## src/verilog/pipe_cfg_pkg.sv

```systemverilog
`default_nettype none

package pipe_cfg_pkg;

	localparam int REG_W   = 32;
	localparam int RADDR_W = 5;

	typedef logic [REG_W-1:0]   reg_t;
	typedef logic [RADDR_W-1:0] raddr_t;

	// operation carried from decode to execute and memory
	typedef enum logic [3:0] {
		ALU_NOP = 4'd0,
		ALU_ADD = 4'd1,
		ALU_SUB = 4'd2,
		ALU_AND = 4'd3,
		ALU_OR  = 4'd4,
		ALU_XOR = 4'd5,
		ALU_SLT = 4'd6,
		ALU_SLL = 4'd7,
		ALU_LUI = 4'd8,
		ALU_LW  = 4'd9,
		ALU_SW  = 4'd10
	} aluop_t;

	// one bit per pipeline register
	typedef logic [3:0] stall_t;

	localparam int ST_PC    = 0;
	localparam int ST_IFID  = 1;
	localparam int ST_IDEX  = 2;
	localparam int ST_EXMEM = 3;

endpackage

`default_nettype wire

```

## src/verilog/mips_isa_pkg.sv

```systemverilog
`default_nettype none

package mips_isa_pkg;

	// register format: ALU ops between two registers, shifts
	typedef struct packed {
		logic [5:0] opcode;
		logic [4:0] rs;
		logic [4:0] rt;
		logic [4:0] rd;
		logic [4:0] shamt;
		logic [5:0] funct;
	} r_fmt_t;

	// immediate format: ALU immediates, loads, stores, branches
	typedef struct packed {
		logic [5:0]  opcode;
		logic [4:0]  rs;
		logic [4:0]  rt;
		logic [15:0] imm;
	} i_fmt_t;

	// one fetched word, seen through either format
	typedef union packed {
		r_fmt_t r_fmt;
		i_fmt_t i_fmt;
	} inst_t;

	// primary opcodes
	localparam logic [5:0] OP_SPECIAL = 6'b000000;
	localparam logic [5:0] OP_ADDIU   = 6'b001001;
	localparam logic [5:0] OP_ORI     = 6'b001101;
	localparam logic [5:0] OP_LUI     = 6'b001111;
	localparam logic [5:0] OP_LW      = 6'b100011;
	localparam logic [5:0] OP_SW      = 6'b101011;
	localparam logic [5:0] OP_BEQ     = 6'b000100;
	localparam logic [5:0] OP_BNE     = 6'b000101;

	// function codes under OP_SPECIAL
	localparam logic [5:0] FN_ADDU = 6'b100001;
	localparam logic [5:0] FN_SUBU = 6'b100011;
	localparam logic [5:0] FN_AND  = 6'b100100;
	localparam logic [5:0] FN_OR   = 6'b100101;
	localparam logic [5:0] FN_XOR  = 6'b100110;
	localparam logic [5:0] FN_SLT  = 6'b101010;
	localparam logic [5:0] FN_SLL  = 6'b000000;

endpackage

`default_nettype wire

```

## src/verilog/pipe_if.sv

```systemverilog
`timescale 1ns/1ps
`default_nettype none

// decode to execute
interface id_ex_if import pipe_cfg_pkg::*; ();
	aluop_t aluop;
	reg_t   reg1;
	reg_t   reg2;
	reg_t   store_data;
	raddr_t wd;
	logic   wreg;

	modport source (output aluop, reg1, reg2, store_data, wd, wreg);
	modport sink   (input aluop, reg1, reg2, store_data, wd, wreg);
endinterface

// execute to memory access
interface ex_mem_if import pipe_cfg_pkg::*; ();
	aluop_t aluop;
	reg_t   alu_result;
	reg_t   store_data;
	raddr_t wd;
	logic   wreg;

	modport source (output aluop, alu_result, store_data, wd, wreg);
	modport sink   (input aluop, alu_result, store_data, wd, wreg);
endinterface

// pending register write, seen by forwarding and by the register file
interface fwd_if import pipe_cfg_pkg::*; ();
	logic   wreg;
	raddr_t wd;
	reg_t   wdata;
	logic   is_load;

	modport source (output wreg, wd, wdata, is_load);
	modport sink   (input wreg, wd, wdata, is_load);
endinterface

`default_nettype wire

```

## src/verilog/fetch_stage.sv

```systemverilog
`timescale 1ns/1ps
`default_nettype none

module fetch_stage import pipe_cfg_pkg::*, mips_isa_pkg::*; #(
	parameter logic [31:0] RESET_PC = 32'h0000_0000
) (
	input  wire logic  clk,
	input  wire logic  rst_n_i,
	input  wire stall_t stall_i,
	input  wire logic  branch_taken_i,
	input  wire reg_t  branch_target_i,
	input  wire reg_t  rom_data_i,
	output reg_t       rom_addr_o,
	output logic       rom_ce_o,
	output reg_t       id_pc_o,
	output inst_t      id_inst_o
);

	// rom enable comes up one edge after reset is released
	always_ff @(posedge clk) begin
		if (!rst_n_i) begin
			rom_ce_o <= 1'b0;
		end else begin
			rom_ce_o <= 1'b1;
		end
	end

	// program counter, held until the rom is enabled
	always_ff @(posedge clk) begin
		if (!rst_n_i) begin
			rom_addr_o <= RESET_PC;
		end else if (rom_ce_o && !stall_i[ST_PC]) begin
			if (branch_taken_i) begin
				rom_addr_o <= branch_target_i;
			end else begin
				rom_addr_o <= rom_addr_o + 32'd4;
			end
		end
	end

	// IF/ID register, a disabled rom feeds a nop
	always_ff @(posedge clk) begin
		if (!rst_n_i) begin
			id_inst_o <= '0;
		end else if (!stall_i[ST_IFID]) begin
			id_inst_o <= rom_ce_o ? inst_t'(rom_data_i) : inst_t'('0);
		end
	end

	always_ff @(posedge clk) begin
		if (!stall_i[ST_IFID]) begin
			id_pc_o <= rom_addr_o;
		end
	end

	no_fetch_after_reset: assert property (@(posedge clk) !rst_n_i |=> !rom_ce_o);

endmodule

`default_nettype wire

```

## src/verilog/regfile.sv

```systemverilog
`timescale 1ns/1ps
`default_nettype none

module regfile import pipe_cfg_pkg::*; (
	input  wire logic   clk,
	input  wire logic   rst_n_i,
	fwd_if.sink         wb,
	input  wire raddr_t raddr1_i,
	input  wire raddr_t raddr2_i,
	output reg_t        rdata1_o,
	output reg_t        rdata2_o
);

	reg_t regs [32];

	// register zero is never written
	always_ff @(posedge clk) begin
		if (rst_n_i && wb.wreg && wb.wd != '0) begin
			regs[wb.wd] <= wb.wdata;
		end
	end

	// same-cycle write is returned to the reader
	always_comb begin
		if (raddr1_i == '0) begin
			rdata1_o = '0;
		end else if (wb.wreg && wb.wd == raddr1_i) begin
			rdata1_o = wb.wdata;
		end else begin
			rdata1_o = regs[raddr1_i];
		end
	end

	always_comb begin
		if (raddr2_i == '0) begin
			rdata2_o = '0;
		end else if (wb.wreg && wb.wd == raddr2_i) begin
			rdata2_o = wb.wdata;
		end else begin
			rdata2_o = regs[raddr2_i];
		end
	end

	zero_read1: assert property (@(posedge clk) raddr1_i == '0 |-> rdata1_o == '0);
	zero_read2: assert property (@(posedge clk) raddr2_i == '0 |-> rdata2_o == '0);

endmodule

`default_nettype wire

```

## src/verilog/decode_stage.sv

```systemverilog
`timescale 1ns/1ps
`default_nettype none

module decode_stage import pipe_cfg_pkg::*, mips_isa_pkg::*; (
	input  wire logic   clk,
	input  wire logic   rst_n_i,
	input  wire stall_t stall_i,
	input  wire reg_t   pc_i,
	input  wire inst_t  inst_i,
	input  wire reg_t   rdata1_i,
	input  wire reg_t   rdata2_i,
	output raddr_t      raddr1_o,
	output raddr_t      raddr2_o,
	fwd_if.sink         ex_fwd,
	fwd_if.sink         mem_fwd,
	id_ex_if.source     id_ex,
	output logic        branch_taken_o,
	output reg_t        branch_target_o,
	output logic        stallreq_o
);

	aluop_t aluop;
	raddr_t wd;
	logic   wreg;
	logic   re1;
	logic   re2;
	logic   use_imm;
	logic   use_shamt;
	reg_t   imm;
	reg_t   imm_sext;
	reg_t   imm_zext;
	reg_t   op1;
	reg_t   op2;
	logic   ex_hit1;
	logic   ex_hit2;
	logic   mem_hit1;
	logic   mem_hit2;
	logic   cond_met;

	assign imm_sext = {{16{inst_i.i_fmt.imm[15]}}, inst_i.i_fmt.imm};
	assign imm_zext = {16'h0000, inst_i.i_fmt.imm};
	assign raddr1_o = inst_i.i_fmt.rs;
	assign raddr2_o = inst_i.i_fmt.rt;

	always_comb begin
		aluop = ALU_NOP;
		wd = inst_i.i_fmt.rt;
		wreg = 1'b0;
		re1 = 1'b0;
		re2 = 1'b0;
		use_imm = 1'b1;
		use_shamt = 1'b0;
		imm = imm_sext;
		case (inst_i.i_fmt.opcode)
			OP_SPECIAL: begin
				wd = inst_i.r_fmt.rd;
				wreg = 1'b1;
				re1 = 1'b1;
				re2 = 1'b1;
				use_imm = 1'b0;
				case (inst_i.r_fmt.funct)
					FN_ADDU: aluop = ALU_ADD;
					FN_SUBU: aluop = ALU_SUB;
					FN_AND:  aluop = ALU_AND;
					FN_OR:   aluop = ALU_OR;
					FN_XOR:  aluop = ALU_XOR;
					FN_SLT:  aluop = ALU_SLT;
					FN_SLL: begin
						// shift amount replaces rs
						aluop = ALU_SLL;
						re1 = 1'b0;
						use_shamt = 1'b1;
					end
					default: begin
						wreg = 1'b0;
						re1 = 1'b0;
						re2 = 1'b0;
					end
				endcase
			end
			OP_ADDIU: begin
				aluop = ALU_ADD;
				wreg = 1'b1;
				re1 = 1'b1;
			end
			OP_ORI: begin
				aluop = ALU_OR;
				wreg = 1'b1;
				re1 = 1'b1;
				imm = imm_zext;
			end
			OP_LUI: begin
				aluop = ALU_LUI;
				wreg = 1'b1;
				imm = imm_zext;
			end
			OP_LW: begin
				aluop = ALU_LW;
				wreg = 1'b1;
				re1 = 1'b1;
			end
			OP_SW: begin
				aluop = ALU_SW;
				re1 = 1'b1;
				re2 = 1'b1;
			end
			OP_BEQ, OP_BNE: begin
				re1 = 1'b1;
				re2 = 1'b1;
			end
			default: aluop = ALU_NOP;
		endcase
	end

	// execute result wins over memory result
	assign ex_hit1 = ex_fwd.wreg && ex_fwd.wd == inst_i.i_fmt.rs;
	assign ex_hit2 = ex_fwd.wreg && ex_fwd.wd == inst_i.i_fmt.rt;
	assign mem_hit1 = mem_fwd.wreg && mem_fwd.wd == inst_i.i_fmt.rs;
	assign mem_hit2 = mem_fwd.wreg && mem_fwd.wd == inst_i.i_fmt.rt;

	assign op1 = ex_hit1 ? ex_fwd.wdata : (mem_hit1 ? mem_fwd.wdata : rdata1_i);
	assign op2 = ex_hit2 ? ex_fwd.wdata : (mem_hit2 ? mem_fwd.wdata : rdata2_i);

	// load result not ready until memory stage
	assign stallreq_o = ex_fwd.is_load && ((re1 && ex_hit1) || (re2 && ex_hit2));

	assign cond_met = (inst_i.i_fmt.opcode == OP_BEQ && op1 == op2) ||
		(inst_i.i_fmt.opcode == OP_BNE && op1 != op2);
	// no redirect while the PC is held
	assign branch_taken_o = cond_met && !stall_i[ST_PC];
	// target is relative to the delay slot
	assign branch_target_o = pc_i + 32'd4 + {imm_sext[29:0], 2'b00};

	// ID/EX register takes a bubble on load-use
	always_ff @(posedge clk) begin
		if (!rst_n_i || stall_i[ST_IDEX]) begin
			id_ex.aluop <= ALU_NOP;
			id_ex.wreg <= 1'b0;
			id_ex.wd <= '0;
		end else begin
			id_ex.aluop <= aluop;
			id_ex.wreg <= wreg && wd != '0;
			id_ex.wd <= wd;
		end
		id_ex.reg1 <= use_shamt ? reg_t'(inst_i.r_fmt.shamt) : op1;
		id_ex.reg2 <= use_imm ? imm : op2;
		id_ex.store_data <= op2;
	end

	no_branch_on_stall: assert property (@(posedge clk) disable iff (!rst_n_i)
		!(branch_taken_o && stallreq_o));

endmodule

`default_nettype wire

```

## src/verilog/execute_stage.sv

```systemverilog
`timescale 1ns/1ps
`default_nettype none

module execute_stage import pipe_cfg_pkg::*; (
	input  wire logic clk,
	input  wire logic rst_n_i,
	id_ex_if.sink     id_ex,
	ex_mem_if.source  ex_mem,
	fwd_if.source     ex_fwd
);

	reg_t result;

	always_comb begin
		case (id_ex.aluop)
			ALU_ADD: result = id_ex.reg1 + id_ex.reg2;
			ALU_SUB: result = id_ex.reg1 - id_ex.reg2;
			ALU_AND: result = id_ex.reg1 & id_ex.reg2;
			ALU_OR:  result = id_ex.reg1 | id_ex.reg2;
			ALU_XOR: result = id_ex.reg1 ^ id_ex.reg2;
			ALU_SLT: result = reg_t'($signed(id_ex.reg1) < $signed(id_ex.reg2));
			ALU_SLL: result = id_ex.reg2 << id_ex.reg1[4:0];
			ALU_LUI: result = {id_ex.reg2[15:0], 16'h0000};
			// effective address for loads and stores
			ALU_LW, ALU_SW: result = id_ex.reg1 + id_ex.reg2;
			default: result = '0;
		endcase
	end

	// unregistered result for decode forwarding
	assign ex_fwd.wreg = id_ex.wreg;
	assign ex_fwd.wd = id_ex.wd;
	assign ex_fwd.wdata = result;
	assign ex_fwd.is_load = id_ex.aluop == ALU_LW;

	// EX/MEM register
	always_ff @(posedge clk) begin
		if (!rst_n_i) begin
			ex_mem.aluop <= ALU_NOP;
			ex_mem.wreg <= 1'b0;
			ex_mem.wd <= '0;
		end else begin
			ex_mem.aluop <= id_ex.aluop;
			ex_mem.wreg <= id_ex.wreg;
			ex_mem.wd <= id_ex.wd;
		end
		ex_mem.alu_result <= result;
		ex_mem.store_data <= id_ex.store_data;
	end

endmodule

`default_nettype wire

```

## src/verilog/mem_access_stage.sv

```systemverilog
`timescale 1ns/1ps
`default_nettype none

module mem_access_stage import pipe_cfg_pkg::*; (
	input  wire logic clk,
	input  wire logic rst_n_i,
	ex_mem_if.sink    ex_mem,
	input  wire reg_t ram_data_i,
	output reg_t      ram_addr_o,
	output reg_t      ram_data_o,
	output logic      ram_we_o,
	output logic [3:0] ram_sel_o,
	output logic      ram_ce_o,
	fwd_if.source     mem_fwd,
	fwd_if.source     wb_fwd
);

	logic is_lw;
	logic is_sw;
	reg_t result;

	assign is_lw = ex_mem.aluop == ALU_LW;
	assign is_sw = ex_mem.aluop == ALU_SW;

	// word accesses only
	assign ram_ce_o = is_lw || is_sw;
	assign ram_we_o = is_sw;
	assign ram_sel_o = ram_ce_o ? 4'b1111 : 4'b0000;
	assign ram_addr_o = ex_mem.alu_result;
	assign ram_data_o = ex_mem.store_data;

	assign result = is_lw ? ram_data_i : ex_mem.alu_result;

	assign mem_fwd.wreg = ex_mem.wreg;
	assign mem_fwd.wd = ex_mem.wd;
	assign mem_fwd.wdata = result;
	assign mem_fwd.is_load = is_lw;

	// MEM/WB register
	always_ff @(posedge clk) begin
		if (!rst_n_i) begin
			wb_fwd.wreg <= 1'b0;
			wb_fwd.wd <= '0;
			wb_fwd.is_load <= 1'b0;
		end else begin
			wb_fwd.wreg <= ex_mem.wreg;
			wb_fwd.wd <= ex_mem.wd;
			wb_fwd.is_load <= is_lw;
		end
		wb_fwd.wdata <= result;
	end

	we_needs_ce: assert property (@(posedge clk) ram_we_o |-> ram_ce_o);

endmodule

`default_nettype wire

```

## src/verilog/pipe_ctrl.sv

```systemverilog
`timescale 1ns/1ps
`default_nettype none

module pipe_ctrl import pipe_cfg_pkg::*; (
	input  wire logic clk,
	input  wire logic rst_n_i,
	input  wire logic stallreq_i,
	output stall_t    stall_o
);

	// decode stall: hold front end, bubble into execute
	always_comb begin
		stall_o = '0;
		stall_o[ST_PC] = stallreq_i;
		stall_o[ST_IFID] = stallreq_i;
		stall_o[ST_IDEX] = stallreq_i;
		// memory side never waits
		stall_o[ST_EXMEM] = 1'b0;
	end

	// the bubble must clear the load-use hazard in one cycle
	single_cycle_stall: assert property (@(posedge clk) disable iff (!rst_n_i)
		stallreq_i |=> !stallreq_i);

endmodule

`default_nettype wire

```

## src/verilog/openmips.sv

```systemverilog
`timescale 1ns/1ps
`default_nettype none

module openmips import pipe_cfg_pkg::*, mips_isa_pkg::*; #(
	parameter logic [31:0] RESET_PC = 32'h0000_0000
) (
	input  wire logic  clk,
	input  wire logic  rst_n_i,
	input  wire reg_t  rom_data_i,
	output reg_t       rom_addr_o,
	output logic       rom_ce_o,
	input  wire reg_t  ram_data_i,
	output reg_t       ram_addr_o,
	output reg_t       ram_data_o,
	output logic       ram_we_o,
	output logic [3:0] ram_sel_o,
	output logic       ram_ce_o
);

	stall_t stall;
	logic   stallreq;
	logic   branch_taken;
	reg_t   branch_target;
	reg_t   id_pc;
	inst_t  id_inst;
	raddr_t raddr1;
	raddr_t raddr2;
	reg_t   rdata1;
	reg_t   rdata2;

	id_ex_if  id_ex ();
	ex_mem_if ex_mem ();
	fwd_if    ex_fwd ();
	fwd_if    mem_fwd ();
	fwd_if    wb_fwd ();

	fetch_stage #(
		.RESET_PC(RESET_PC)
	) fetch0 (
		.clk(clk),
		.rst_n_i(rst_n_i),
		.stall_i(stall),
		.branch_taken_i(branch_taken),
		.branch_target_i(branch_target),
		.rom_data_i(rom_data_i),
		.rom_addr_o(rom_addr_o),
		.rom_ce_o(rom_ce_o),
		.id_pc_o(id_pc),
		.id_inst_o(id_inst)
	);

	// write port fed from MEM/WB
	regfile regfile0 (
		.clk(clk),
		.rst_n_i(rst_n_i),
		.wb(wb_fwd.sink),
		.raddr1_i(raddr1),
		.raddr2_i(raddr2),
		.rdata1_o(rdata1),
		.rdata2_o(rdata2)
	);

	decode_stage decode0 (
		.clk(clk),
		.rst_n_i(rst_n_i),
		.stall_i(stall),
		.pc_i(id_pc),
		.inst_i(id_inst),
		.rdata1_i(rdata1),
		.rdata2_i(rdata2),
		.raddr1_o(raddr1),
		.raddr2_o(raddr2),
		.ex_fwd(ex_fwd.sink),
		.mem_fwd(mem_fwd.sink),
		.id_ex(id_ex.source),
		.branch_taken_o(branch_taken),
		.branch_target_o(branch_target),
		.stallreq_o(stallreq)
	);

	execute_stage execute0 (
		.clk(clk),
		.rst_n_i(rst_n_i),
		.id_ex(id_ex.sink),
		.ex_mem(ex_mem.source),
		.ex_fwd(ex_fwd.source)
	);

	mem_access_stage mem0 (
		.clk(clk),
		.rst_n_i(rst_n_i),
		.ex_mem(ex_mem.sink),
		.ram_data_i(ram_data_i),
		.ram_addr_o(ram_addr_o),
		.ram_data_o(ram_data_o),
		.ram_we_o(ram_we_o),
		.ram_sel_o(ram_sel_o),
		.ram_ce_o(ram_ce_o),
		.mem_fwd(mem_fwd.source),
		.wb_fwd(wb_fwd.source)
	);

	pipe_ctrl ctrl0 (
		.clk(clk),
		.rst_n_i(rst_n_i),
		.stallreq_i(stallreq),
		.stall_o(stall)
	);

endmodule

`default_nettype wire

```

## config.mk

```make
export PLATFORM = sky130hd
export DESIGN_NAME = openmips
export DESIGN_NICKNAME = d
export VERILOG_FILES = /design/src/verilog/pipe_cfg_pkg.sv /design/src/verilog/mips_isa_pkg.sv /design/src/verilog/pipe_if.sv /design/src/verilog/fetch_stage.sv /design/src/verilog/regfile.sv /design/src/verilog/decode_stage.sv /design/src/verilog/execute_stage.sv /design/src/verilog/mem_access_stage.sv /design/src/verilog/pipe_ctrl.sv /design/src/verilog/openmips.sv
export SDC_FILE = /design/constraint.sdc
export NUM_CORES = 2
export LEC_CHECK = 0
export ABC_AREA = 1
export BUFFER_PORTS_ARGS = -buffer_cell sky130_fd_sc_hd__buf_2
export CELL_PAD_IN_SITES_DETAIL_PLACEMENT = 0
export CELL_PAD_IN_SITES_GLOBAL_PLACEMENT = 1
export CORE_UTILIZATION = 30
export CTS_BUF_LIST = sky130_fd_sc_hd__clkbuf_16
export DETAILED_ROUTE_END_ITERATION = 10
export MAX_ROUTING_LAYER = met4
export PLACE_DENSITY = 0.65
export SYNTH_ARGS = -nofsm -noshare
export SYNTH_HDL_FRONTEND = slang
export SYNTH_SLANG_ARGS = --single-unit
export TNS_END_PERCENT = 5
```

## constraint.sdc

```tcl
create_clock -name clk -period 5.8 [get_ports clk]
set_input_delay 0.29 -clock clk [delete_from_list [all_inputs] [get_ports clk]]
set_output_delay 0.29 -clock clk [all_outputs]
set_load 0.01 [all_outputs]
```

==> results.toml <==
[clock_tree]
clk-insertion-delay-late_ns = 0.86
cts_buffer_depth = 3
cts_sinks = 1349
cts_tree = "yes"
post_cts_resized = 0
cts_buffers = 158
cts_root_buffer = "clkbuf_16"
cts.reportedPaths.clkPinSlew_ns = 0.06
h-tree-depth = 4

[min_path]
hold_path.class = "in -> reg"

[worst_setup_path]
path_max_fanout = 41
required_ns = 6.53
cpMostUsedCell = "nand2_1"
crit_family = "simple AND/OR/NAND/NOR gates"
start_kind = "flop"
crit_path_end_kind = "flop"
cp_cell_sequence = "xor2_1 -> nor3_1 -> nand3_4 -> nand3_1 -> nand2_1 -> nand3_1 -> nand2_1 -> nand2_1 -> nand2_1 -> nor2_1 -> nand2_1 -> nor2_2 -> nand3_1 -> nand2_1 -> nand3_4 -> inv_4 -> nand2_1 -> nand3_1 -> nand2_1 -> inv_1"
critical_path_class = "reg -> reg"
critPathArrivalTime_ns = 5.95
crit_buf_inv = 2
max_stage_delay_ns = 0.82
critPathSlowestCell = "nand3_1"

[run]
max_cap_viol_count = 0

[timing]
setup_slack_ns = 0.584
min_period_ns = 5.22
worst_clock_skew_ns = 0.0757
rsz0062_at_grt = "false"
setup_violations = 0
relSlewSlack_pct = 3.38
post-route-period-util_pct = 89.9
worst_pin_slew_ns = 1.45
setup_tns_ns = 0
maxSlewViolCount = 0
max_freq_mhz = 192
hold_violations = 0

[floorplanning]
io_pins = 169
rows = 183
fp.dieArea_um2 = 254000
start_util_pct = 30.3
core_um2 = 250000
dieHeight_um = 504
die_w_um = 504

[synthesis]
yosys_most_used_dff = "edfxtp_1"
synth_top_family_by_area = "simple AND/OR/NAND/NOR gates"
synth_compound_area_share_pct = 12.6
synth-simple-area-share_pct = 24.6
yosysUniqueCellTypes = 59
synth_edf_count = 1056
ys_ff_latch = 1349
ys_warn_count = 0
syn_inst = 9224
avgSynthCellArea_um2 = 8.20
synth_area_um2 = 75700
ys_seq_area_share_pct = 49.7
async_flop_share_pct = 0
synthMuxAreaShare_pct = 0.463
synth_xor_area_share_pct = 0.764
synthAdderAreaFrac_pct = 2.63

[routing]
antenna_left = 0
wl_per_cell_um = 25.0
first_pass_iters = 6
drt_wl_total_um = 317000
drc_errors = 0
dr.first_iter.drc_count = 8487
vias = 68285
vias_per_cell = 5.37

[pwr]
pwr-share-comb_pct = 18.7
clkPwrFrac_pct = 37.6
power_mw = 25.6
p_leak_nw = 34.8
p_sw_mw = 8.19
internal_power_mw = 17.5
power_frac_seq_pct = 43.6
switching_share_pct = 31.9
ir_drop_mv = 0.250
power_density_nw_per_um2 = 299

[global_routing]
antenna_found_initial = 12
grt_use_total_pct = 24.8
grt_pass1_vias = 64007
grt_first_pass_wirelength_um = 453000
grt-ovfl-total = 0
grt_max_degree = 152

[place]
place_area_um2 = 80200
place_ws_ns = 0.741
portBuffers = 168
dp_hpwl_um = 205000
gp_congestion = 0.964

[layout]
n_fill_cell = 25969
drive_gt1_share_pct = 7.82
fin_util_pct = 34.3
final_area_um2 = 85700
register_area_um2 = 37600
final_cell_mix = "nand2_1, nand3_1, inv_1"
layout.nets = 9476
layout_commonest_cell = "nand2_1"
multiInputGateArea_um2 = 31500
area_growth_pct = 13.3

[run_status]
outcome = "completed"
per-stage QoR:
| step | instances | hold slack [ns] |
|---|---|---|
| floorplan | 9255 | 0.310 |
| CTS | 12707 | 0.199 |
| detailed placement | 12358 | 0.313 |
| global route | 12711 | 0.253 |
| global placement | 12358 | 0.312 |
| finish | 12713 | 0.253 |
flip-flops by register name, indices dropped and copies added, names as in the netlist, named ones only:
| name | count |
|---|---|
| decode0.id_ex.wd | 5 |
| fetch0.rom_ce_o | 1 |
| execute0.ex_mem.alu_result | 32 |
| fetch0.id_pc_o | 32 |
| execute0.ex_mem.wreg | 1 |
| execute0.ex_mem.aluop | 4 |
| decode0.id_ex.aluop | 4 |
| decode0.id_ex.reg2 | 32 |
| fetch0.rom_addr_o | 32 |
| execute0.ex_mem.wd | 5 |
| regfile0.regs | 1024 |
| mem0.wb_fwd.wd | 5 |
| fetch0.id_inst_o | 32 |
| mem0.wb_fwd.wreg | 1 |
| execute0.ex_mem.store_data | 32 |
| decode0.id_ex.store_data | 32 |
| decode0.id_ex.wreg | 1 |
| mem0.wb_fwd.wdata | 32 |
| decode0.id_ex.reg1 | 32 |
final cells by class:
type	count	share of cell area, %
inverters	1099	4.84
clock buffers	160	4.67
repair buffers	435	3.99
clock inverters	124	1.02
flip-flops and latches	1349	43.9
well taps	3330	4.86
multi-input cells	6210	36.7
diodes	6	0.0175
power groups by stage:
stage / registers (mW) / logic, mW / clock network, mW
finish: 11.2 / 4.80 / 9.65
global route: 11.2 / 5.22 / 10.1
CTS: 11.2 / 4.71 / 9.80
detailed placement: 11.4 / 4.66 / 0
global placement: 11.4 / 4.69 / 0
floorplan: 11.3 / 2.79 / 0
worst paths after layout:
check | start | endpoint | slack (ns) | cells after the start
setup / recovery | fetch0.id_inst_o[20] | fetch0.rom_addr_o[26] | 0.58 | 20
hold reg to reg | decode0.id_ex.store_data[10] | execute0.ex_mem.store_data[10] | 0.31 | 0
setup reg to reg | fetch0.id_inst_o[20] | fetch0.rom_addr_o[26] | 0.58 | 20
hold / removal | rom_data_i[1] | fetch0.id_inst_o[1] | 0.25 | 4
Yosys cell counts, types with 17 or more instances:
| cell type | instances | area, um^2 |
|---|---|---|
| nand2_1 | 2338 | 8780 |
| nand3_1 | 1374 | 6880 |
| inv_1 | 1065 | 4000 |
| edfxtp_1 | 1056 | 31700 |
| o211ai_1 | 644 | 4830 |
| a21oi_1 | 462 | 2310 |
| nor2_1 | 462 | 1730 |
| o21ai_0 | 333 | 1670 |
| buf_2 | 313 | 1570 |
| dfxtp_1 | 293 | 5870 |
| clkbuf_1 | 176 | 661 |
| ha_1 | 154 | 1930 |
| nand4_1 | 90 | 563 |
| buf_1 | 64 | 240 |
| xor2_1 | 50 | 438 |
| o21ai_1 | 48 | 240 |
| nor3_1 | 32 | 160 |
| o22ai_1 | 31 | 194 |
| inv_2 | 29 | 109 |
| or2_2 | 24 | 150 |
| buf_4 | 23 | 173 |
| buf_6 | 21 | 236 |
| mux2i_1 | 17 | 170 |
worst register-to-register path, delay by kind of cell, from the launching register on:
kind | cells | cell delay, ns
and+or+nand+nor | 17 | 4.10
DFF | 1 | 0.58
buffers and inverters | 2 | 0.34
xor gates and xnor gates | 1 | 0.13
cell families (layout without fill, tap and decap cells):
logic type	after synthesis	after routing
AO/OA/AOI/OAI	1556	1556
buffers and inverters	1696	1818
AND/OR/NAND/NOR	4366	4366
other	1	38
flip-flops	1349	1349
multiplexers	33	33
XOR/XNOR	66	66
adder cells (fa/ha/maj)	157	157
what timing repair did:
action,CTS,global route
setup buffers,0,0
hold endpoints to repair,78,0
hold buffers,65,0
per-layer routing:
layer  GRT usage [%]  vias to the layer above  routed length (um)
li1                -                    31446                   -
met1            33.3                    33158              139000
met2            38.2                     3141              143000
met3            3.34                      540               24100
met4            8.90                        0               11800
met5               -                        -                   0
Power figures use the tool's default switching activity.
